File: src/common/amber_sys_defs.svh
// Address map, register offsets, sizes and interrupt bit positions

`ifndef AMBER_SYS_DEFS_SVH
`define AMBER_SYS_DEFS_SVH

// Regions, matched against address bits 31:24
`define AMBER_REGION_BOOT       8'h00
`define AMBER_REGION_TIMER      8'h13
`define AMBER_REGION_IRQ        8'h14

// Boot SRAM geometry
`define AMBER_BOOT_WORDS        256
`define AMBER_BOOT_AW           8

// Timer block, channel index sits in address bits 9:8
`define AMBER_TIMERS            3
`define AMBER_TIMER_STRIDE_BIT  8
`define AMBER_TIMER_LOAD        8'h00
`define AMBER_TIMER_VALUE       8'h04
`define AMBER_TIMER_CTRL        8'h08
`define AMBER_TIMER_CLEAR       8'h0C

// Control word bits
`define AMBER_CTRL_ENABLE_BIT   7
`define AMBER_CTRL_PERIODIC_BIT 6

// Interrupt controller, IRQ half
`define AMBER_IRQ_STATUS        8'h00
`define AMBER_IRQ_RAW           8'h04
`define AMBER_IRQ_EN_SET        8'h08
`define AMBER_IRQ_EN_CLR        8'h0C

// FIRQ half mirrors the IRQ layout at +0x20
`define AMBER_FIRQ_STATUS       8'h20
`define AMBER_FIRQ_RAW          8'h24
`define AMBER_FIRQ_EN_SET       8'h28
`define AMBER_FIRQ_EN_CLR       8'h2C

// Software interrupt
`define AMBER_SOFT_SET          8'h30
`define AMBER_SOFT_CLR          8'h34

// Raw vector bit positions, timer k on bit LSB+k
`define AMBER_IRQ_SOFT_BIT      1
`define AMBER_IRQ_TIMER_LSB     5

`endif

File: src/common/amber_sys_pkg.sv
// Shared types for the Amber Wishbone subsystem
// Bus word types, timer count, interrupt vector and decoder FSM states

package amber_sys_pkg;

    // ------------------------------------------------------------------------
    // Wishbone classic bus
    // ------------------------------------------------------------------------

    // Byte address as driven by the master
    typedef logic [31:0] wb_addr_t;

    // Bus data word, also used for any register value
    typedef logic [31:0] wb_data_t;

    // One select bit per byte lane
    typedef logic [3:0]  wb_sel_t;

    // ------------------------------------------------------------------------
    // Timer and interrupt types
    // ------------------------------------------------------------------------

    // Load value or live count of one channel
    typedef logic [15:0] timer_count_t;

    // Raw sources, masks and status share one layout
    typedef logic [31:0] irq_vec_t;

    // Decoder FSM
    // WB_RESP lasts exactly one cycle, the ack or err cycle
    typedef enum logic {
        WB_IDLE,
        WB_RESP
    } wb_state_t;

endpackage

File: src/timer/timer_regs.sv
// Timer register block
// Channel/offset split, per-channel write strobes, read-back mux

`timescale 1ns/1ps

`include "amber_sys_defs.svh"

module timer_regs import amber_sys_pkg::*; (
    input  logic                     i_wr,
    input  wb_addr_t                 i_adr,
    input  timer_count_t             i_count [`AMBER_TIMERS],
    input  timer_count_t             i_load  [`AMBER_TIMERS],
    input  logic [1:0]               i_ctrl  [`AMBER_TIMERS],
    input  logic [`AMBER_TIMERS-1:0] i_flag,
    output logic [`AMBER_TIMERS-1:0] o_load_wr,
    output logic [`AMBER_TIMERS-1:0] o_ctrl_wr,
    output logic [`AMBER_TIMERS-1:0] o_clear_wr,
    output wb_data_t                 o_rdata
);

    // Channel index and register offset
    logic [1:0]                         chan;
    logic [`AMBER_TIMER_STRIDE_BIT-1:0] offset;

    assign chan   = i_adr[`AMBER_TIMER_STRIDE_BIT +: 2];
    assign offset = i_adr[`AMBER_TIMER_STRIDE_BIT-1:0];

    always_comb begin
        o_load_wr  = '0;
        o_ctrl_wr  = '0;
        o_clear_wr = '0;
        o_rdata    = '0;
        // Index 3 is a hole, reads 0 and writes nothing
        for (int k = 0; k < `AMBER_TIMERS; k++) begin
            if (chan == 2'(k)) begin
                o_load_wr[k]  = i_wr && (offset == `AMBER_TIMER_LOAD);
                o_ctrl_wr[k]  = i_wr && (offset == `AMBER_TIMER_CTRL);
                o_clear_wr[k] = i_wr && (offset == `AMBER_TIMER_CLEAR);
                case (offset)
                    `AMBER_TIMER_LOAD:  o_rdata = wb_data_t'(i_load[k]);
                    `AMBER_TIMER_VALUE: o_rdata = wb_data_t'(i_count[k]);
                    `AMBER_TIMER_CTRL: begin
                        // Same bit positions as the write
                        o_rdata[`AMBER_CTRL_ENABLE_BIT]   = i_ctrl[k][1];
                        o_rdata[`AMBER_CTRL_PERIODIC_BIT] = i_ctrl[k][0];
                    end
                    `AMBER_TIMER_CLEAR: o_rdata = wb_data_t'(i_flag[k]);
                    default:            o_rdata = '0;
                endcase
            end
        end
    end

    // One write hits one register of one channel
    always_comb begin
        a_one_strobe: assert final ($onehot0({o_load_wr, o_ctrl_wr, o_clear_wr}));
    end

endmodule
File: config.mk
export PLATFORM = sky130hd
export DESIGN_NAME = timer_regs
export DESIGN_NICKNAME = d
export VERILOG_FILES = /design/src/common/amber_sys_pkg.sv /design/src/timer/timer_regs.sv
export VERILOG_INCLUDE_DIRS = /design/src /design/src/common
export SDC_FILE = /design/constraint.sdc
export NUM_CORES = 1
export LEC_CHECK = 0
export BUFFER_PORTS_ARGS = -buffer_cell sky130_fd_sc_hd__buf_2
export CAP_MARGIN = 20
export CORE_MARGIN = 8
export CORE_UTILIZATION = 32
export DETAILED_ROUTE_END_ITERATION = 8
export PLACE_DENSITY = 0.84
export RECOVER_POWER = 50
export SLEW_MARGIN = 10
export SYNTH_ARGS = -nofsm -noshare
export SYNTH_HDL_FRONTEND = slang
export SYNTH_SLANG_ARGS = --single-unit
export TNS_END_PERCENT = 20
File: constraint.sdc
create_clock -name vclk -period 1.3
set_input_delay 0.065 -clock vclk [all_inputs]
set_output_delay 0.065 -clock vclk [all_outputs]
set_load 0.1 [all_outputs]
After elaboration in Yosys (flattened, before gate mapping)
Index checks and enable logic that the tools add are counted.
Operators by class
  reduce and logical (&&, ||, !) cells: 5
  eq/ne operators: 5
  mux-type cells: 21
Operators with widths (count)
  one-hot mux 24 bit (3 select lines): 2
  2-to-1 mux 32 bit: 2
  one-hot mux 6 bit (4 select lines): 2
  one-hot mux 2 bit (3 select lines): 3
  one-hot mux 6 bit (3 select lines): 1
  equality test 8 x 4 -> 1 bit (second input constant): 2
  2-to-1 mux 16 bit: 1
  one-hot mux 8 bit (2 select lines): 1
  2-to-1 mux 1 bit: 9
  equality test 8 x 3 -> 1 bit (second input constant): 1
  zero test 8 bit: 1
  logical AND 1 bit: 3
  equality test 2 x 1 -> 1 bit (second input constant): 1
  equality test 2 bit (second input constant): 1
  zero test 2 bit: 1
Storage, ports and cells
  output and inout port bits: 41
  register bits: 0
  word-level logic and storage cells: 31
  input port bits: 138

Depth between registers and ports, before layout
  depth after elaboration: 7
  gate-level depth with buffers: 6
  depth with buffers taken out: 4

Least setup slack after synthesis
OpenSTA, ideal clock, no wires.
  kind: input -> output
  start: input i_adr[2]
  end: output o_load_wr[2]
  stages on the path: 4
  data required time: 1235 ps
  slack: -2141 ps
  buffers on the path: 3
  data arrival time: 3376 ps
  cell sequence: buf_6 -> buf_12 -> buf_6 -> nor4_1
On the way
  longest elaborated chain between the ends: 3
RTL lines
  from (decl): line timer_regs.sv:10  | input wb_addr_t i_adr,
  zero test 8 bit
  logical AND 1 bit: line timer_regs.sv:36  | o_load_wr[k] = i_wr && (offset == `AMBER_TIMER_LOAD);
  2-to-1 mux 1 bit: line timer_regs.sv:35  | if (chan == 2'(k)) begin
  to (decl): line timer_regs.sv:15  | output logic [`AMBER_TIMERS-1:0] o_load_wr,
Every way passes these cells.

Worst setup path in the final report
  start: input i_adr[4]
  end: output o_ctrl_wr[0]
On the way
  longest elaborated chain between the ends: 3
RTL lines
  equality test 8 x 4 -> 1 bit
  logical AND 1 bit: line timer_regs.sv:37  | o_ctrl_wr[k] = i_wr && (offset == `AMBER_TIMER_CTRL);
  2-to-1 mux 1 bit: line timer_regs.sv:35
  to (decl): line timer_regs.sv:16  | output logic [`AMBER_TIMERS-1:0] o_ctrl_wr,
Every way passes these cells.

==> summary.txt <==
met3 global-route usage: 4.515%
largest cells by area after synthesis: mux2i_1 20%, buf_4 12%, mux4_2 8.8%, buf_6 5.3%, a21oi_1 4.7%
Min Hold Slack: 614.1 ps
Hold-fix buffers, CTS: 0
IO Port Bufs: 141
Core Rows: 23
gr busiest metal: met2
Max Slew Vio Count: 0
Sw Share: 55.70%
# setup viols final: 5
first-pass GRT wire length: 10.96 mm
status: finished, violations left
Distinct cells, synth: 44
post-DR vias/cell: 5.261
power density over the cells: 310.3 mW/mm2
vias in the first global route: 2,267
Final Util: 80.56%
Synth area leader: mux2i_1
critical path peak fanout: 6
Post-synth top cells: 25 x mux2i_1, 20 x buf_4, 16 x nor2_1, 12 x a21oi_1, 7 x nand3_1
Total Routing Usage GR: 21.29%
HP Class: input pin to output pin
Peak VDD IR: 0.0002135 V
number of max-cap violations: 0
final net count: 483
pre-CTS WS: -134.1 ps
num sequential: 0
clock share of power: 0%
Routed WL: 7.894 mm
Routed WL per cell: 20.04 um
Starting Density: 32.74%
cell internal pwr: 0.4334 mW
FF+latch area: 0 um2
CP Class: input pin to output pin
Arr. time, crit path: 1290 ps
# clk buffers: 0
P&R area growth vs syn: 146.1%
nature of the critical path endpoint: output pin
Pre-Repair DR Iteration Count: 6
Setup WS post-layout: -58.02 ps
Die X: 79.28 um
DRC: 0
Seq pwr share: 0%
syn avg cell area: 7.909 um2
1st-iter DRT viols: 87
share of layout cells above drive strength 1: 74.34%
Synth top area share: 19.53%
met1 Track Usage GR: 19.87%
most frequent cell after synthesis: mux2i_1
GR Overflow Total: 0
initial antenna violation count: 1
total die area: 0.006285 mm2
RSZ-0062 raised after global routing: yes
post-route ant nets: 0
overall power: 0.9783 mW
max frequency: 736.4 MHz
Critical Path RT: 1240 ps
GPL Wtd Cong: 0.9303
failing checks: setup timing
net switching power: 0.5450 mW
overall via count from detail_route: 2,073
setup tns final: -90.87 ps
Post-DP HPWL: 6.128 mm
CP startpoint kind: input pin
register area share after synthesis: 0%
Core ar.: 0.003914 mm2
minimum clock period: 1358 ps
GR Layer Usage met2: 43.47%
Post-Syn Instances: 162
leakage power: 1.487 nW
period utilization: 104.5%
synth warn: 0
Die H: 79.28 um
largest net degree at the start of global routing: 22
Post-Syn Area: 0.001281 mm2
I/O Pins: 179
combinational share of power: 100.0%
Final Hold Fails: 0
final timing paths:
check,startpoint,endpoint,slack [ps],depth (start not counted)
worst min-delay path,i_load[34],o_rdata[2],610,4
worst max-delay path,i_adr[4],o_ctrl_wr[0],-60,6
area by class of cell:
| class | instances | area, um2 |
|---|---|---|
| antenna | 1 | 2.502 |
| tap | 50 | 62.56 |
| inverter | 2 | 10.01 |
| multi-input combinational | 146 | 1438 |
| timing repair buffer | 195 | 1640 |
| fill | 236 | 760.7 |
worst max-delay path: stages:
cell and delay [ps]:
buf_6 100, nor2_4 110, and3_4 250, nand4b_1 270, nor3_4 290, buf_12 210
timing repair:
item                                    4_1_cts  5_1_grt
cloned                                        1        2
resized for setup                            32       26
buffers inserted                              6        7
endpoints found under the setup margin       22       22
pin swaps                                     8       18
endpoints found under the hold margin         0        0
placed cells by master, fill, tap and decap left out, types with 5 or more instances in the layout:
cell,synthesis,final
conb_1,1,16
buf_12,1,27
buf_6,6,9
nand3_1,7,6
buf_2,1,109
mux2_1,5,5
nor2_1,16,8
buf_4,20,43
nor2_4,1,7
mux4_2,5,5
a21oi_2,0,6
mux2i_1,25,25
nor3_4,0,6
layer usage:
layer / wire length, um / vias up
met5: 0 / -
met1: 2604 / 971
met2: 4412 / 131
li1: - / 951
met3: 591 / 20
met4: 286 / 0
per-stage QoR:
step           cell area (um2)  instances
6_report                  3153        394
2_1_floorplan             1609        177
3_5_place_dp              2764        378
5_1_grt                   3153        394
3_3_place_gp              2764        378
4_1_cts                   2954        385
logic make-up (layout without fill, tap and decap cells):
| logic type | Yosys count | after routing | share of synthesized area (%) |
|---|---|---|---|
| compound gates | 40 | 40 | 21.58 |
| buf+inv | 31 | 197 | 19.82 |
| mux | 39 | 39 | 36.23 |
| other cells | 1 | 17 | 0.2927 |
| simple gates | 51 | 51 | 22.07 |
power groups by stage:
stage	Clock (mW)	Combinational (mW)	Sequential (mW)
2_1_floorplan	0	0.569	0
3_3_place_gp	0	0.791	0
3_5_place_dp	0	0.814	0
4_1_cts	0	0.882	0
5_1_grt	0.000000103	1.02	0
6_report	0.000000103	0.978	0
Note: power is estimated with default switching activity, not from simulation.
