===== src/common/amber_sys_defs.svh =====
// Address map, register offsets, sizes and interrupt bit positions

`ifndef AMBER_SYS_DEFS_SVH
`define AMBER_SYS_DEFS_SVH

// Regions, matched against address bits 31:24
`define AMBER_REGION_BOOT       8'h00
`define AMBER_REGION_TIMER      8'h13
`define AMBER_REGION_IRQ        8'h14

// Boot SRAM geometry
`define AMBER_BOOT_WORDS        256
`define AMBER_BOOT_AW           8

// Timer block, channel index sits in address bits 9:8
`define AMBER_TIMERS            3
`define AMBER_TIMER_STRIDE_BIT  8
`define AMBER_TIMER_LOAD        8'h00
`define AMBER_TIMER_VALUE       8'h04
`define AMBER_TIMER_CTRL        8'h08
`define AMBER_TIMER_CLEAR       8'h0C

// Control word bits
`define AMBER_CTRL_ENABLE_BIT   7
`define AMBER_CTRL_PERIODIC_BIT 6

// Interrupt controller, IRQ half
`define AMBER_IRQ_STATUS        8'h00
`define AMBER_IRQ_RAW           8'h04
`define AMBER_IRQ_EN_SET        8'h08
`define AMBER_IRQ_EN_CLR        8'h0C

// FIRQ half mirrors the IRQ layout at +0x20
`define AMBER_FIRQ_STATUS       8'h20
`define AMBER_FIRQ_RAW          8'h24
`define AMBER_FIRQ_EN_SET       8'h28
`define AMBER_FIRQ_EN_CLR       8'h2C

// Software interrupt
`define AMBER_SOFT_SET          8'h30
`define AMBER_SOFT_CLR          8'h34

// Raw vector bit positions, timer k on bit LSB+k
`define AMBER_IRQ_SOFT_BIT      1
`define AMBER_IRQ_TIMER_LSB     5

`endif


===== src/common/amber_sys_pkg.sv =====
// Shared types for the Amber Wishbone subsystem
// Bus word types, timer count, interrupt vector and decoder FSM states

package amber_sys_pkg;

    // ------------------------------------------------------------------------
    // Wishbone classic bus
    // ------------------------------------------------------------------------

    // Byte address as driven by the master
    typedef logic [31:0] wb_addr_t;

    // Bus data word, also used for any register value
    typedef logic [31:0] wb_data_t;

    // One select bit per byte lane
    typedef logic [3:0]  wb_sel_t;

    // ------------------------------------------------------------------------
    // Timer and interrupt types
    // ------------------------------------------------------------------------

    // Load value or live count of one channel
    typedef logic [15:0] timer_count_t;

    // Raw sources, masks and status share one layout
    typedef logic [31:0] irq_vec_t;

    // Decoder FSM
    // WB_RESP lasts exactly one cycle, the ack or err cycle
    typedef enum logic {
        WB_IDLE,
        WB_RESP
    } wb_state_t;

endpackage


===== src/rtl/wb_decoder.sv =====
// Wishbone region decoder
// One-cycle ack or err, per-region write strobes, registered read data

`timescale 1ns/1ps

`include "amber_sys_defs.svh"

module wb_decoder import amber_sys_pkg::*; (
    input  logic     i_clk,
    input  logic     i_rst_n,
    input  wb_addr_t i_wb_adr,
    input  logic     i_wb_we,
    input  logic     i_wb_cyc,
    input  logic     i_wb_stb,
    input  wb_data_t i_boot_rdata,
    input  wb_data_t i_timer_rdata,
    input  wb_data_t i_irq_rdata,
    output wb_data_t o_wb_dat,
    output logic     o_wb_ack,
    output logic     o_wb_err,
    output logic     o_boot_wr,
    output logic     o_timer_wr,
    output logic     o_irq_wr
);

    wb_state_t state_q;
    logic      accept;
    logic      hit_boot;
    logic      hit_timer;
    logic      hit_irq;
    wb_data_t  rdata_sel;

    // New request only taken from idle
    assign accept    = (state_q == WB_IDLE) && i_wb_cyc && i_wb_stb;

    // Region match on the top address byte
    assign hit_boot  = (i_wb_adr[31:24] == `AMBER_REGION_BOOT);
    assign hit_timer = (i_wb_adr[31:24] == `AMBER_REGION_TIMER);
    assign hit_irq   = (i_wb_adr[31:24] == `AMBER_REGION_IRQ);

    // Slaves trust these write strobes without rechecking
    assign o_boot_wr  = accept && i_wb_we && hit_boot;
    assign o_timer_wr = accept && i_wb_we && hit_timer;
    assign o_irq_wr   = accept && i_wb_we && hit_irq;

    always_comb begin
        rdata_sel = '0;
        if (hit_boot) begin
            rdata_sel = i_boot_rdata;
        end else if (hit_timer) begin
            rdata_sel = i_timer_rdata;
        end else if (hit_irq) begin
            rdata_sel = i_irq_rdata;
        end
    end

    // ------------------------------------------------------------------------
    // Response FSM
    // ------------------------------------------------------------------------
    always_ff @(posedge i_clk) begin
        if (!i_rst_n) begin
            state_q  <= WB_IDLE;
            o_wb_ack <= 1'b0;
            o_wb_err <= 1'b0;
        end else begin
            // WB_RESP always falls back to idle after one cycle
            state_q  <= accept ? WB_RESP : WB_IDLE;
            o_wb_ack <= accept && (hit_boot || hit_timer || hit_irq);
            o_wb_err <= accept && !(hit_boot || hit_timer || hit_irq);
        end
    end

    // Read data captured at accept and valid in the ack cycle
    always_ff @(posedge i_clk) begin
        if (accept) begin
            o_wb_dat <= rdata_sel;
        end
    end

    // Exactly one response kind per response cycle
    a_ack_err_excl: assert property (@(posedge i_clk) disable iff (!i_rst_n)
        !(o_wb_ack && o_wb_err));

endmodule


===== config.mk =====
export PLATFORM = sky130hd
export DESIGN_NAME = wb_decoder
export DESIGN_NICKNAME = d
export VERILOG_FILES = /design/src/common/amber_sys_pkg.sv /design/src/rtl/wb_decoder.sv
export VERILOG_INCLUDE_DIRS = /design/src /design/src/common
export SDC_FILE = /design/constraint.sdc
export NUM_CORES = 1
export LEC_CHECK = 0
export BUFFER_PORTS_ARGS = -buffer_cell sky130_fd_sc_hd__buf_4
export CAP_MARGIN = 20
export CORE_MARGIN = 5
export CORE_UTILIZATION = 28
export DETAILED_ROUTE_END_ITERATION = 8
export PLACE_DENSITY = 0.75
export SLEW_MARGIN = 20
export SYNTH_ARGS = -nofsm -noshare
export SYNTH_HDL_FRONTEND = slang
export SYNTH_SLANG_ARGS = --single-unit

===== constraint.sdc =====
create_clock -name i_clk -period 2.1 [get_ports i_clk]
set_input_delay 0.315 -clock i_clk [delete_from_list [all_inputs] [get_ports i_clk]]
set_output_delay 0.315 -clock i_clk [all_outputs]
set_load 0.01 [all_outputs]

# Word level (Yosys, flattened, before mapping)
# Index checks and enable logic that the tools add are counted.
# W data, S select, Z words.
[op_classes] eq_ne=2 n_mux=4 bitwise=1 reduce_logical=12
[ops] cell="$mux W32" n=3
[ops] cell="$eq A8 B5 Y1 const B" n=2
[ops] cell="$logic_and A1 B1 Y1" n=8
[ops] cell="$logic_not A8 Y1" n=1
[ops] cell="$logic_or A1 B1 Y1" n=2
[ops] cell="$logic_not A1 Y1" n=1
[ops] cell="$mux W1" n=1
[ops] cell="$not A1 Y1" n=1
[word_totals] ff_bits=35 input_bits=133 output_inout_bits=37 elab_cells=23

# Depth between registers and ports, before layout
[depth] depth_word=5 mapped_depth=5 mapped_depth_nobuf=3

# Least setup slack after synthesis
# OpenSTA, ideal clock, no wires.
[synth_timing] path_type="register to output" from="reg state_q" to="out o_boot_wr" arrival_ns=1.789 t_required_ns=1.785 setup_slack_ns=-0.004 path_stages_with_launch=4 n_path_buf=1 path_cell_list="dfxtp_1 and3b_1 clkbuf_1 and3_1"
[synth_via] elab_chain_len=5
[synth_lines] item="start: declaration" line="wb_decoder.sv:26" source="wb_state_t state_q;"
[synth_lines] item="start signal: assignment" line="wb_decoder.sv:67" source="state_q <= accept ? WB_RESP : WB_IDLE;"
[synth_lines] item="$not A1 Y1" line="wb_decoder.sv:34" source="assign accept = (state_q == WB_IDLE) && i_wb_cyc && i_wb_stb;"
[synth_lines] item="$logic_and A1 B1 Y1 (2 in a row)" line="wb_decoder.sv:34"
[synth_lines] item="net accept" line="wb_decoder.sv:27" source="logic accept;"
[synth_lines] item="$logic_and A1 B1 Y1 (2 in a row)" line="wb_decoder.sv:42" source="assign o_boot_wr = accept && i_wb_we && hit_boot;"
[synth_lines] item="end: declaration" line="wb_decoder.sv:21" source="output logic o_boot_wr,"
# The timed path passes the listed nets, and every way through them passes these cells.

# Final worst setup path
[layout_timing] from="in i_wb_adr[31]" to="out o_timer_wr"
[layout_via] elab_chain_len=2
[layout_lines] item="start: declaration" line="wb_decoder.sv:11" source="input wb_addr_t i_wb_adr,"
[layout_lines] item="$eq A8 B5 Y1 (no line)"
[layout_lines] item="$logic_and A1 B1 Y1" line="wb_decoder.sv:43" source="assign o_timer_wr = accept && i_wb_we && hit_timer;"
[layout_lines] item="end: declaration" line="wb_decoder.sv:22" source="output logic o_timer_wr,"
# No other way between the ends.

==> results.txt <==
The launching element type of the critical path is an input port. The data arrival at the endpoint of the critical path came out at 1.66 ns. The die is 90.7 um wide. The number of global-route vias before repair is 1955.

The Yosys step of the flow raised 0 warnings. The insertion delay to the later sink of the worst-skew pair came out at 0.28 ns. The global-route wire length before repair came out at 9.74 mm. The synthesized netlist devotes 0% of its cell area to XOR and XNOR gates. The post-synthesis adder-cell area fraction is 0%.

The library cell used most frequently in the layout, excluding fill and tap cells, is sky130_fd_sc_hd__buf_4. The startpoint of the worst register-to-register path is state_q. The estimated wirelength of the detail-placed design is 4.94 mm. For this run, the detailed router's first-pass iteration total came to 5. The core utilization of the finished layout came out at 48.5%. After detailed routing, the number of remaining DRC violations is 0. After synthesis, the largest family of logic cells by area is compound AO/OA/AOI/OAI gates.

The CTS tree is built. At the end of routability-driven placement, the weighted congestion stood at 0.738. Summing every instance area after synthesis gives 1820 sq um. Max-cap violations in this run came to 0. The headroom to the max-slew limit is 74.7%. The tightest min-delay check is of the input port to register type. The starting density of the core came out at 28.7%. The run finished with clean final reports.

The violation count after the first detailed-route iteration came out at 64. The maximum level of the CTS H-tree is 2. The number of antenna violations at the first check in global routing is 0. Across all register-to-register paths, the minimum setup slack is 0.65 ns. For this run the aggregate overflow at the end of global routing stands at 0. The quantity of gates resized following cts is 0. The total negative setup slack is 0 ns.

The post-layout minimum cycle time came out at 1.97 ns. The period utilization came out at 94.0%. The power density of the placed cells came out at 489 nW/um^2.

The required time at the worst-slack endpoint is 1.78 ns. Clock skew on the completed layout was measured at 0.0105 ns. For this run, the post-layout net count is 442. The number of fill cells came out at 593. The area of the multi-input gates is 599 sq um.

The remaining antenna violation count after routing is 0. Along the worst path, the maximum fanout reaches 3. Synthesis instantiated 19 different standard cells from the library.

The post-synthesis register bit count is 35. Setup repair after global routing left no endpoint under its margin. The leakage dissipation is 1.44 nW. Of all cell types, the one taking the most synthesized area is sky130_fd_sc_hd__edfxtp_1. The deepest clock path buffer count came out at 2.

The worst ir drop on vdd is 0.179 mV. The sequential cells in the finished layout cover a total of 1020 sq um. The number of setup violations in the final report is 0. The area share of the largest cell type after synthesis is 52.7%. Sorting the synthesized cells by area gives the leading types as sky130_fd_sc_hd__edfxtp_1 (53%), sky130_fd_sc_hd__a221o_1 (18%), sky130_fd_sc_hd__nor3_1 (8.8%), sky130_fd_sc_hd__inv_1 (6.8%), sky130_fd_sc_hd__dfxtp_1 (3.3%). Multiplexer cells account for 0% of the synthesized area. The first element of the critical path is i_wb_adr[31]. Dividing the synthesized area by the synthesized cell count gives 11.2 sq um. The number of instances in the synthesized netlist came out at 162. STA classifies the critical path endpoint as an output port. The maximum frequency from static timing analysis came out at 507 MHz. The tree is rooted in a sky130_fd_sc_hd__clkbuf_8. Clock tree synthesis inserted a total of 5 buffers. Leaving out fill and tap cells, the most frequent cells in the layout are sky130_fd_sc_hd__buf_4 (155), sky130_fd_sc_hd__inv_1 (33), sky130_fd_sc_hd__nor3_1 (32), sky130_fd_sc_hd__a221o_1 (32), sky130_fd_sc_hd__edfxtp_1 (32). The final number of max-transition violations came out at 0. In this run the critical register-to-register path is captured at o_wb_dat[24]. The depth of the worst register-to-register path came out at 2.

The fraction of layout instances using a drive strength above 1 is 53.2%. The hold buffer count at CTS is 0. Summing the sequential cell areas from Yosys gives 56.0% of the chip area. The overall via count from detail_route is 1875. The basic-gate share of the synthesized area counting and, or, nand and nor cells came out at 14.6%. The layout overhead on the synthesized area is 68.9%. In the global route stage, overall resource usage came out at 14.7%. The standard cell core area is 6350 sq um. The setup fix buffers added after clock tree synthesis is 0. The detailed-route wire length per cell is 16.2 um. Summing the areas of all compound-gate instances in the mapped netlist gives 18.1% of the synthesized area.

The count of final hold-check violations came out at 0. The worst setup path is of the input port to output port kind. The net count of the mapped netlist came out at 295. The die extent in y came out at 90.7 um. The area of the die came out at 8220 sq um.

The floorplan row count is 29. Entering global routing, the biggest net connects 33 pins. The boundary pin count came out at 170. The total wire length after detailed routing is 6.23 mm. Dividing the detail-routed via count by the number of cells gives 4.87.

The register clock-pin slew on the reported worst setup and hold paths came out at 0.07 ns. The transition at the pin with the smallest max-transition slack is 0.379 ns. The count of buffers from port buffering came out at 145.

The diode insertion count for antenna repair is 0. The most critical setup path has its endpoint at o_timer_wr. The clock net sink count came out at 35.
## through the flow
step	total power, mW	cells	area (sq um)	setup WS [ns]	hold WS [ns]
4_1_cts	1.53	385	3080	0.113	0.245
5_1_grt	1.58	385	3080	0.0746	0.264
2_1_floorplan	0.871	162	1820	0.00913	0.426
6_report	1.50	385	3080	0.127	0.255
3_3_place_gp	1.08	379	3000	0.113	0.533
3_5_place_dp	1.09	379	3000	0.100	0.542
## metal layers
metal	GRT usage, %	up-vias	wire [um]
li1	-	912	-
met1	15.7	862	2330
met2	27.0	99	3290
met3	5.67	2	581
met4	3.72	0	27
met5	0	-	0
## critical path: stages
cell                     delay [ns]
sky130_fd_sc_hd__buf_4         0.11
sky130_fd_sc_hd__or4b_1        0.61
sky130_fd_sc_hd__nor4_4        0.31
sky130_fd_sc_hd__and3_1        0.20
sky130_fd_sc_hd__buf_4         0.12
## synthesized netlist by cell type, drive strengths merged
cell type,number
inv,33
a221o,32
edfxtp,32
nor3,32
clkbuf,8
buf,7
and3,3
dfxtp,3
nand2,2
nor2,2
nor4,2
or4,2
or4b,2
and3b,1
o311a,1
## report_power, final
| part | switching, mW | total (mW) | internal (mW) | leakage (nW) |
|---|---|---|---|---|
| registers | 0.00803 | 0.797 | 0.789 | 0.305 |
| clock network | 0.211 | 0.431 | 0.221 | 0.0371 |
| logic | 0.0999 | 0.275 | 0.175 | 1.10 |
| total | 0.319 | 1.50 | 1.18 | 1.44 |
## registers in the layout, summed over array words and instances (netlist names)
signal    cells
o_wb_dat     32
o_wb_ack      1
o_wb_err      1
state_q       1
## cell type report
class,count,share of cell area (%)
Clock buffer,6,2.36
Inverter,33,4.03
Multi-Input combinational cell,79,19.5
Sequential cell,35,33.2
Tap cell,77,3.13
Timing Repair Buffer,155,37.8
## worst min path at each step
stage	slack [ns]	end	cells after the start	start
after global routing	0.26	state_q	3	i_rst_n
after global placement	0.53	state_q	3	i_rst_n
after CTS	0.24	state_q	3	i_rst_n
after floorplan	0.43	state_q	2	i_rst_n
after detailed placement	0.54	state_q	3	i_rst_n
final	0.25	state_q	3	i_rst_n
## logic make-up (layout without fill, tap and decap cells)
family,Yosys count,after routing
flip-flops,35,35
AO/OA/AOI/OAI,33,33
AND/OR/NAND/NOR,46,46
buffers and inverters,48,194
Power figures use the tool's default switching activity.
