$ cat src/common/amber_sys_defs.svh
// Address map, register offsets, sizes and interrupt bit positions

`ifndef AMBER_SYS_DEFS_SVH
`define AMBER_SYS_DEFS_SVH

// Regions, matched against address bits 31:24
`define AMBER_REGION_BOOT       8'h00
`define AMBER_REGION_TIMER      8'h13
`define AMBER_REGION_IRQ        8'h14

// Boot SRAM geometry
`define AMBER_BOOT_WORDS        256
`define AMBER_BOOT_AW           8

// Timer block, channel index sits in address bits 9:8
`define AMBER_TIMERS            3
`define AMBER_TIMER_STRIDE_BIT  8
`define AMBER_TIMER_LOAD        8'h00
`define AMBER_TIMER_VALUE       8'h04
`define AMBER_TIMER_CTRL        8'h08
`define AMBER_TIMER_CLEAR       8'h0C

// Control word bits
`define AMBER_CTRL_ENABLE_BIT   7
`define AMBER_CTRL_PERIODIC_BIT 6

// Interrupt controller, IRQ half
`define AMBER_IRQ_STATUS        8'h00
`define AMBER_IRQ_RAW           8'h04
`define AMBER_IRQ_EN_SET        8'h08
`define AMBER_IRQ_EN_CLR        8'h0C

// FIRQ half mirrors the IRQ layout at +0x20
`define AMBER_FIRQ_STATUS       8'h20
`define AMBER_FIRQ_RAW          8'h24
`define AMBER_FIRQ_EN_SET       8'h28
`define AMBER_FIRQ_EN_CLR       8'h2C

// Software interrupt
`define AMBER_SOFT_SET          8'h30
`define AMBER_SOFT_CLR          8'h34

// Raw vector bit positions, timer k on bit LSB+k
`define AMBER_IRQ_SOFT_BIT      1
`define AMBER_IRQ_TIMER_LSB     5

`endif

$ cat src/common/amber_sys_pkg.sv
// Shared types for the Amber Wishbone subsystem
// Bus word types, timer count, interrupt vector and decoder FSM states

package amber_sys_pkg;

    // ------------------------------------------------------------------------
    // Wishbone classic bus
    // ------------------------------------------------------------------------

    // Byte address as driven by the master
    typedef logic [31:0] wb_addr_t;

    // Bus data word, also used for any register value
    typedef logic [31:0] wb_data_t;

    // One select bit per byte lane
    typedef logic [3:0]  wb_sel_t;

    // ------------------------------------------------------------------------
    // Timer and interrupt types
    // ------------------------------------------------------------------------

    // Load value or live count of one channel
    typedef logic [15:0] timer_count_t;

    // Raw sources, masks and status share one layout
    typedef logic [31:0] irq_vec_t;

    // Decoder FSM
    // WB_RESP lasts exactly one cycle, the ack or err cycle
    typedef enum logic {
        WB_IDLE,
        WB_RESP
    } wb_state_t;

endpackage

$ cat src/irq/irq_ctrl.sv
// Interrupt controller
// Raw sources, IRQ and FIRQ enable masks, software bit, registered outputs

`timescale 1ns/1ps

`include "amber_sys_defs.svh"

module irq_ctrl import amber_sys_pkg::*; (
    input  logic                     i_clk,
    input  logic                     i_rst_n,
    input  logic                     i_wr,
    input  wb_addr_t                 i_adr,
    input  wb_data_t                 i_wdat,
    input  logic [`AMBER_TIMERS-1:0] i_timer_int,
    output wb_data_t                 o_rdata,
    output logic                     o_irq,
    output logic                     o_firq
);

    irq_vec_t irq_mask_q;
    irq_vec_t firq_mask_q;
    logic     soft_q;
    irq_vec_t raw;
    irq_vec_t irq_status;
    irq_vec_t firq_status;
    logic [7:0] offset;

    assign offset = i_adr[7:0];

    // ------------------------------------------------------------------------
    // Source vector and status
    // ------------------------------------------------------------------------
    always_comb begin
        raw = '0;
        raw[`AMBER_IRQ_SOFT_BIT] = soft_q;
        raw[`AMBER_IRQ_TIMER_LSB +: `AMBER_TIMERS] = i_timer_int;
    end

    assign irq_status  = raw & irq_mask_q;
    assign firq_status = raw & firq_mask_q;

    // Mask set/clear and soft bit, all write-one
    always_ff @(posedge i_clk) begin
        if (!i_rst_n) begin
            irq_mask_q  <= '0;
            firq_mask_q <= '0;
            soft_q      <= 1'b0;
            o_irq       <= 1'b0;
            o_firq      <= 1'b0;
        end else begin
            if (i_wr) begin
                case (offset)
                    `AMBER_IRQ_EN_SET:  irq_mask_q  <= irq_mask_q | i_wdat;
                    `AMBER_IRQ_EN_CLR:  irq_mask_q  <= irq_mask_q & ~i_wdat;
                    `AMBER_FIRQ_EN_SET: firq_mask_q <= firq_mask_q | i_wdat;
                    `AMBER_FIRQ_EN_CLR: firq_mask_q <= firq_mask_q & ~i_wdat;
                    `AMBER_SOFT_SET:
                        if (i_wdat[`AMBER_IRQ_SOFT_BIT]) soft_q <= 1'b1;
                    `AMBER_SOFT_CLR:
                        if (i_wdat[`AMBER_IRQ_SOFT_BIT]) soft_q <= 1'b0;
                    default: ;
                endcase
            end
            // Outputs lag the status by one cycle
            o_irq  <= |irq_status;
            o_firq <= |firq_status;
        end
    end

    // ------------------------------------------------------------------------
    // Read-back
    // ------------------------------------------------------------------------
    always_comb begin
        case (offset)
            `AMBER_IRQ_STATUS:  o_rdata = irq_status;
            `AMBER_IRQ_RAW:     o_rdata = raw;
            `AMBER_IRQ_EN_SET:  o_rdata = irq_mask_q;
            `AMBER_IRQ_EN_CLR:  o_rdata = irq_mask_q;
            `AMBER_FIRQ_STATUS: o_rdata = firq_status;
            `AMBER_FIRQ_RAW:    o_rdata = raw;
            `AMBER_FIRQ_EN_SET: o_rdata = firq_mask_q;
            `AMBER_FIRQ_EN_CLR: o_rdata = firq_mask_q;
            // Soft bit in place
            `AMBER_SOFT_SET:    o_rdata = raw & (irq_vec_t'(1) << `AMBER_IRQ_SOFT_BIT);
            `AMBER_SOFT_CLR:    o_rdata = raw & (irq_vec_t'(1) << `AMBER_IRQ_SOFT_BIT);
            default:            o_rdata = '0;
        endcase
    end

endmodule

$ cat config.mk
export PLATFORM = sky130hd
export DESIGN_NAME = irq_ctrl
export DESIGN_NICKNAME = d
export VERILOG_FILES = /design/src/common/amber_sys_pkg.sv /design/src/irq/irq_ctrl.sv
export VERILOG_INCLUDE_DIRS = /design/src /design/src/common
export SDC_FILE = /design/constraint.sdc
export NUM_CORES = 1
export LEC_CHECK = 0
export ABC_CLOCK_PERIOD_IN_PS = 2050
export BUFFER_PORTS_ARGS = -buffer_cell sky130_fd_sc_hd__buf_2
export CAP_MARGIN = 10
export CORE_ASPECT_RATIO = 1.25
export CORE_MARGIN = 2
export CORE_UTILIZATION = 50
export CTS_CLUSTER_DIAMETER = 100
export DETAILED_ROUTE_END_ITERATION = 16
export GPL_TIMING_DRIVEN = 0
export PLACE_DENSITY = 0.88
export REMOVE_ABC_BUFFERS = 1
export SETUP_SLACK_MARGIN = 0.4
export SYNTH_ARGS = -nofsm -noshare
export SYNTH_HDL_FRONTEND = slang
export SYNTH_SLANG_ARGS = --single-unit
$ cat constraint.sdc
create_clock -name i_clk -period 2.05 [get_ports i_clk]
set_input_delay 0 -clock i_clk [delete_from_list [all_inputs] [get_ports i_clk]]
set_output_delay 0 -clock i_clk [all_outputs]
set_load 0.05 [all_outputs]
After elaboration in Yosys (flattened, before gate mapping)
Cells that the tools add are included.
Storage, ports and cells
  bits in registers: 67
  bits of input ports: 70
  output and inout bits: 34
Operators by class
  eq/ne operators: 11
  muxes and demuxes: 6
  bitwise gates (word level): 7
  reduce and logical (&&, ||, !) cells: 13
Operator list (count)
  32-bit case mux with 6 select lines: 1
  32-bit case mux with 2 select lines: 2
  32-bit bitwise AND: 2
  8-bit by 32-bit bitwise AND with 32-bit output: 2
  32-bit bitwise OR: 2
  32-bit OR reduction: 2
  8-bit by 6-bit == test with 1-bit output, second input constant: 6
  32-bit inverter: 1
  8-bit by 4-bit == test with 1-bit output, second input constant: 2
  8-bit by 3-bit == test with 1-bit output, second input constant: 1
  8-bit zero test: 1
  2-bit OR reduction: 4
  2-bit nonzero test: 3
  2-bit != test, second input constant: 2
  2-bit AND reduction: 2
  4-bit AND reduction: 1
  1-bit 2-to-1 mux: 2
  1-bit case mux with 2 select lines: 1

Longest topological paths before layout
Gate-level depths: netlist of the first run.
  depth in word-level cells: 3
  mapped depth: 7
  gate-level depth less buffers: 3

Worst setup path after synthesis of the first run
No wires, ideal clock.
  path type: input to output
  start: input i_adr[7]
  end: output o_rdata[1]
  arrival: 1.910 ns
  data required time: 2.050 ns
  setup slack: 0.140 ns
  cell stages on the path: 4
  buffers on the path: 2
  cell sequence: nor4_4 > buf_2 > buf_6 > a21boi_0
On the way
  word-level cells in the longest chain between the ends: 3
  elaborated cells on any way between the ends: 15
  those cells by class: 9 x eq/ne; 1 x mux; 5 x reduce/logical
RTL lines
  start: declaration: line irq_ctrl.sv:12  | input wb_addr_t i_adr,
  8-bit by 6-bit == test with 1-bit output (tied with other cells): line irq_ctrl.sv:74  | case (offset)
  2-bit OR reduction (no source line)
  32-bit case mux with 6 select lines (*): line irq_ctrl.sv:74
  end: declaration: line irq_ctrl.sv:15  | output wb_data_t o_rdata,
Mark *: on every way between the ends. The rest lies on a longest branch, timed or not.

==> results of run 1 <==
[how the worst min path moves through the flow]
stage	start	to	slack, ns	depth (start not counted)
finish	i_wr	soft_q	0.03	3
global placement	i_wdat[16]	flop	0.24	2
global route	i_wr	soft_q	0.04	3
CTS	i_wr	soft_q	0.03	3
detailed placement	i_wdat[15]	flop	0.24	2
floorplan	i_wdat[15]	flop	0.11	1
[stage by stage]
| step | cells | TNS [ns] | power, mW |
|---|---|---|---|
| global placement | 453 | -303.05 | 1.54 |
| CTS | 516 | 0 | 2.78 |
| floorplan | 287 | -134.11 | 1.41 |
| global route | 516 | 0 | 2.86 |
| detailed placement | 461 | -64.26 | 1.56 |
| finish | 516 | 0 | 2.78 |
[worst min-delay path, cell delays in order]
cell,delay [ns]
buf_2,0.11
and4_1,0.19
nor3_1,0.04
[synthesized netlist by cell type, drive strengths merged]
| library cell | count | area (um2) |
|---|---|---|
| dfxtp | 67 | 1340 |
| a31oi | 65 | 407 |
| a311oi | 64 | 723 |
| nor2 | 31 | 116 |
| mux2i | 28 | 280 |
| clkbuf | 23 | 87.6 |
| buf | 20 | 134 |
| a22oi | 4 | 30.0 |
| mux2 | 4 | 45.0 |
| nor2b | 3 | 18.8 |
| a21oi | 2 | 10.0 |
| and2 | 2 | 12.5 |
| and4b | 2 | 20.0 |
| nor3 | 2 | 10.0 |
| o22ai | 2 | 12.5 |
| a211oi | 1 | 7.51 |
| a21boi | 1 | 7.51 |
| and4 | 1 | 8.76 |
| inv | 1 | 3.75 |
| nand2 | 1 | 6.26 |
| nand2b | 1 | 6.26 |
| nand3b | 1 | 7.51 |
| nor3b | 1 | 7.51 |
| nor4 | 1 | 21.3 |
| nor4bb | 1 | 10.0 |
| o21ai | 1 | 5.00 |
[final cells by class]
type / count / area [um2]
sequential: 67 / 1340
fill: 524 / 2120
clock inverter: 1 / 30.0
timing repair buffer: 126 / 917
inverter: 1 / 3.75
tap: 87 / 109
clock buffer: 14 / 183
multi-input combinational: 220 / 1820
[power groups by stage]
stage	logic, mW	clock network (mW)	registers (mW)
6_report	0.293	1.18	1.31
5_1_grt	0.310	1.24	1.31
4_1_cts	0.286	1.19	1.31
3_5_place_dp	0.229	0	1.34
3_3_place_gp	0.202	0	1.34
2_1_floorplan	0.0699	0	1.34
[kinds of logic (layout without fill, tap and decap cells)]
kind of cell | count (synthesis) | in the layout | share of synthesized area, %
AOI/OAI and AO/OA | 140 | 140 | 36.0
DFF | 67 | 67 | 40.2
and+or+nand+nor | 47 | 48 | 7.34
buffers and inverters | 44 | 142 | 6.74
muxes | 32 | 32 | 9.74
[timing repair]
action / CTS / global route
resized for setup: 7 / 3
setup buffers: 2 / 0
hold endpoints to repair: 67 / 0
setup endpoints to repair: 96 / 22
gates cloned: 1 / 0
pin swaps: 3 / 0
hold buffers: 37 / 0
[layer usage]
metal / vias to the layer above / GRT usage, %
met4: 0 / 8.04
met3: 16 / 4.92
met2: 142 / 43.9
met5: - / 0
met1: 1615 / 32.7
li1: 1548 / -
==> results_dict.tcl, run 1 <==
set metrics [dict create \
    grtUsageTotal_pct 25.5 \
    p_per_area_mw_per_mm2 632 \
    route.detailed.drc 0 \
    row_count 33 \
    drive_gt1_share_pct 32.9 \
    switching_power_uw 665 \
    initial_core_util_pct 51.2 \
    cp_cell_sequence "buf_4 -> and4b_4 -> and2_4 -> a311oi_2" \
    start_kind "primary input" \
    crit_slowest_cell "and4b_4" \
    finalNetCount 495 \
    finalMaxSlewViolations 0 \
    synthesis.area_mm2 0.00334 \
    cts_root_buffer "clkbuf_8" \
    status "finished clean" \
    hold_viol 0 \
    routed_wl_mm 9.48 \
    ys_ff_latch 67 \
    final_cell_mix "77 x buf_2, 67 x dfxtp_1, 65 x a31oi_1" \
    final_area_mm2 0.00440 \
    synthDistinctLibCells 31 \
    die-area_mm2 0.00735 \
    post-route-min-period_ns 1.61 \
    cpLargestDelayFamily "simple AND/OR/NAND/NOR gates" \
    cts_made_buffers 9 \
    clk_latency_ns 0.35 \
    fmax_mhz 621 \
    rsz0062_at_grt "no" \
    combPwrFrac_pct 10.5 \
    synth_seq_area_share_pct 40.2 \
    vias_per_cell 6.44 \
    p_sw_share_pct 23.9 \
    overflow 0 \
    grt_start_max_net_pins 38 \
    reg2reg_slack_ns 0.68 \
    path_class "primary input to flop" \
    clockBufferDepth 2 \
    diodes 0 \
    drv_cap 0 \
    io_pins 104 \
    cts_sinks 67 \
    core_mm2 0.00652 \
    worst_pin_slew_ns 0.785 \
    yosysWarnings 0 \
    crit_required_ns 2.25 \
    min_period_over_period_pct 78.5 \
    top_layer "met4" \
    finalSetupViolCount 0 \
    setup_slack_ns 0.440 \
    slowest_delay_ns 0.67 \
    slew_headroom_pct 47.6 \
    netlist_instances 330 \
    path_clk_slew_ns 0.07 \
    utilization_pct 67.5 \
    power.internal_mw 2.12 \
    power_frac_seq_pct 46.9 \
    portBuffers 79 \
    avgSynthCellArea_um2 10.1 \
    holdWs_ns 0.0337 \
    h-tree-depth 3 \
    grt_pass1_vias 3073 \
    path_depth 4 \
    cts_tree "built" \
    dr.first_iter.drc_count 338 \
    place_congestion 0.695 \
    grt_pass1_wl_mm 14.9 \
    ir_drop_mv 0.435 \
    p_leak_nw 1.55 \
    critPathCaptureType "flop" \
    r2r_end "o_irq" \
    place_ws_ns -1.34 \
    cp_num_buf_inv 1 \
    antenna_found_initial 0 \
    dieWidth_um 77.1 \
    timing.rr.start "soft_q" \
    p_clk_share_pct 42.5 \
    syn_to_final_growth_pct 31.8 \
    die_y_um 95.4 \
    dpl_cell_area_mm2 0.00377 \
    dr_wl_met3_um 535 \
    m1WireLength_mm 4.05 \
    worstSetupStartpoint "i_adr[5]" \
    vias 3321 \
    ant_nets 0 \
    dr_wl_met2_mm 4.72 \
    final_common_cell "buf_2" \
    drt_pass1_iterations 5 \
    hp-class "primary input to flop" \
    hpwl_mm 5.30 \
    reg2reg_depth 3 \
    fin_worst_skew_ns 0.00313 \
    cp_max_fo 37 \
    crit_arrival_ns 1.81 \
    wl_per_cell_um 18.4 \
]
No activity file was read; power rests on OpenSTA's default activity.
==> run 2, diff against run 1 <==
--- a/config.mk
+++ b/config.mk
@@ -6,7 +6,7 @@
 export SDC_FILE = /design/constraint.sdc
 export NUM_CORES = 1
 export LEC_CHECK = 0
-export ABC_CLOCK_PERIOD_IN_PS = 2050
+export ABC_CLOCK_PERIOD_IN_PS = 1600
 export BUFFER_PORTS_ARGS = -buffer_cell sky130_fd_sc_hd__buf_2
 export CAP_MARGIN = 10
 export CORE_ASPECT_RATIO = 1.25
==> constraint.sdc (replaced) <==
create_clock -name i_clk -period 1.6 [get_ports i_clk]
set_input_delay 0 -clock i_clk [delete_from_list [all_inputs] [get_ports i_clk]]
set_output_delay 0 -clock i_clk [all_outputs]
set_load 0.05 [all_outputs]
==> run 2 against run 1 <==
Effect of this change:
- cell area up 20%
- via count up 11%
- setup slack worse by 0.19 ns
- power up 32%
- clock power up 31%
- critical path depth unchanged
- highest routed layer unchanged
==> results_dict.tcl, run 2 (synthesis gave the netlist of run 1 again) <==
set metrics [dict create \
    slew_headroom_pct 47.1 \
    reg2reg_depth 3 \
    total_power_mw 3.68 \
    hold_viol 0 \
    crit_arrival_ns 1.35 \
    final_cells 540 \
    cp_max_fo 2 \
    fin_worst_skew_ns 0.00484 \
    initial_core_util_pct 51.2 \
    cts_sinks 67 \
    fill_cells 399 \
    path_clk_slew_ns 0.07 \
    core_mm2 0.00652 \
    rsz0062_at_grt "yes" \
    vias 3678 \
    p_clk_share_pct 42.0 \
    cts_root_buffer "clkbuf_8" \
    power.internal_mw 2.75 \
    die-area_mm2 0.00735 \
    crit_slowest_cell "dfxtp_2" \
    slowest_delay_ns 0.34 \
    reg2reg_slack_ns 0.70 \
    critPathCaptureType "output port" \
    final_area_mm2 0.00528 \
    grtUsageTotal_pct 30.6 \
    finalNetCount 519 \
    drive_gt1_share_pct 47.0 \
    cp_cell_sequence "nor3b_2 -> o21ai_1 -> a21boi_1 -> buf_4" \
    final_cell_mix "65 x a31oi_1, 59 x dfxtp_1, 43 x buf_2" \
    finalMaxSlewViolations 0 \
    ir_drop_mv 0.539 \
    overflow 0 \
    syn_to_final_growth_pct 58.1 \
    path_class "flop to output port" \
    h-tree-depth 3 \
    start_kind "flop" \
    post-route-min-period_ns 1.35 \
    p_leak_nw 1.78 \
    timing.rr.start "soft_q" \
    grt_start_max_net_pins 39 \
    clk_latency_ns 0.36 \
    vias_per_cell 6.81 \
    hp-class "primary input to flop" \
    cts_tree "built" \
    regArea_mm2 0.00135 \
    ant_nets 0 \
    wl_per_cell_um 23.9 \
    portBuffers 79 \
    finalSetupViolCount 0 \
    worstSetupStartpoint "soft_q" \
    hpwl_mm 5.30 \
    finalSetupTns_ns 0 \
    status "finished clean" \
    crit_end "o_rdata[1]" \
    drt_pass1_iterations 5 \
    fmax_mhz 740 \
    routed_wl_mm 12.9 \
    switching_power_uw 926 \
    p_per_area_mw_per_mm2 697 \
    row_count 33 \
    dieWidth_um 77.1 \
    route.detailed.drc 0 \
    cts_made_buffers 9 \
    combPwrFrac_pct 12.5 \
    worst_pin_slew_ns 0.792 \
    drv_cap 0 \
    multi_input_area_mm2 0.00217 \
    dpl.cell_count 461 \
    final_common_cell "a31oi_1" \
    clockBufferDepth 2 \
    die_y_um 95.4 \
    grt_pass1_wl_mm 17.4 \
    dr.first_iter.drc_count 419 \
    grt_pass1_vias 3448 \
    power_frac_seq_pct 45.5 \
    r2r_end "soft_q" \
    crit_required_ns 1.60 \
    place_congestion 0.695 \
    diodes 0 \
    dpl_cell_area_mm2 0.00377 \
    antenna_found_initial 0 \
    min_period_over_period_pct 84.4 \
    p_sw_share_pct 25.2 \
    io_pins 104 \
]
## run 2: cell types whose count changed in the layout (fill, tap and decap cells not counted), sizes merged
cell	change
dlygate4sd3	-3
clkbuf	+1
bufbuf	+1
nand2	+3
and4b	+1
buf	+21
## run 2: how the worst min path moves through the flow
stage                        end  depth (start not counted)  slack [ns]      startpoint
after detailed placement    flop                          2        0.24      i_wdat[15]
after CTS                 o_firq                          3      0.0005  i_timer_int[1]
after global placement      flop                          2        0.24      i_wdat[16]
after global routing       o_irq                          3        0.07  i_timer_int[1]
after floorplan             flop                          1        0.11      i_wdat[15]
final                      o_irq                          3        0.06  i_timer_int[1]
## run 2: critical path: cells and delay by family, from the launching register on
| family | cells | cell delay, ns |
|---|---|---|
| AND/OR/NAND/NOR | 1 | 0.18 |
| flip-flops | 1 | 0.34 |
| AO/OA/AOI/OAI | 2 | 0.25 |
| buffers and inverters | 1 | 0.22 |
## run 2: through the flow
step | utilization (%) | worst slack, ns | hold slack [ns]
2_1_floorplan | - | -2.15 | 0.110
3_3_place_gp | 55.5 | -5.22 | 0.236
3_5_place_dp | 57.8 | -1.79 | 0.244
4_1_cts | 76.2 | 0.306 | 0.000542
5_1_grt | 80.9 | 0.200 | 0.0682
6_report | 80.9 | 0.249 | 0.0588
## run 2: per-layer routing
layer	global-route usage (%)	wire length, um	up-vias
met4	14.7	535	0
met5	0	0	-
met1	36.7	4740	1792
met3	4.17	926	51
met2	54.4	6680	240
li1	-	-	1595
## run 2: what timing repair did
action                                 CTS  global route
pin swaps                                7            31
resized for setup                      129            55
hold buffers                            34             0
setup endpoints to repair               97            65
setup buffers                           18             5
endpoints found under the hold margin   66             0
cloned                                   6             1
## run 2: final cells by class
type	instances	share of cell area, %
sequential	67	25.6
inverter	1	0.0711
multi-input combinational	224	41.1
clock inverter	1	0.569
timing repair buffer	146	27.2
tap	87	2.06
clock buffer	14	3.46
## run 2: power groups by stage
stage | logic, mW | clock network (mW) | registers, mW
global placement | 0.259 | 0 | 1.71
finish | 0.461 | 1.54 | 1.67
floorplan | 0.0895 | 0 | 1.71
CTS | 0.407 | 1.52 | 1.67
detailed placement | 0.294 | 0 | 1.71
global route | 0.477 | 1.61 | 1.67
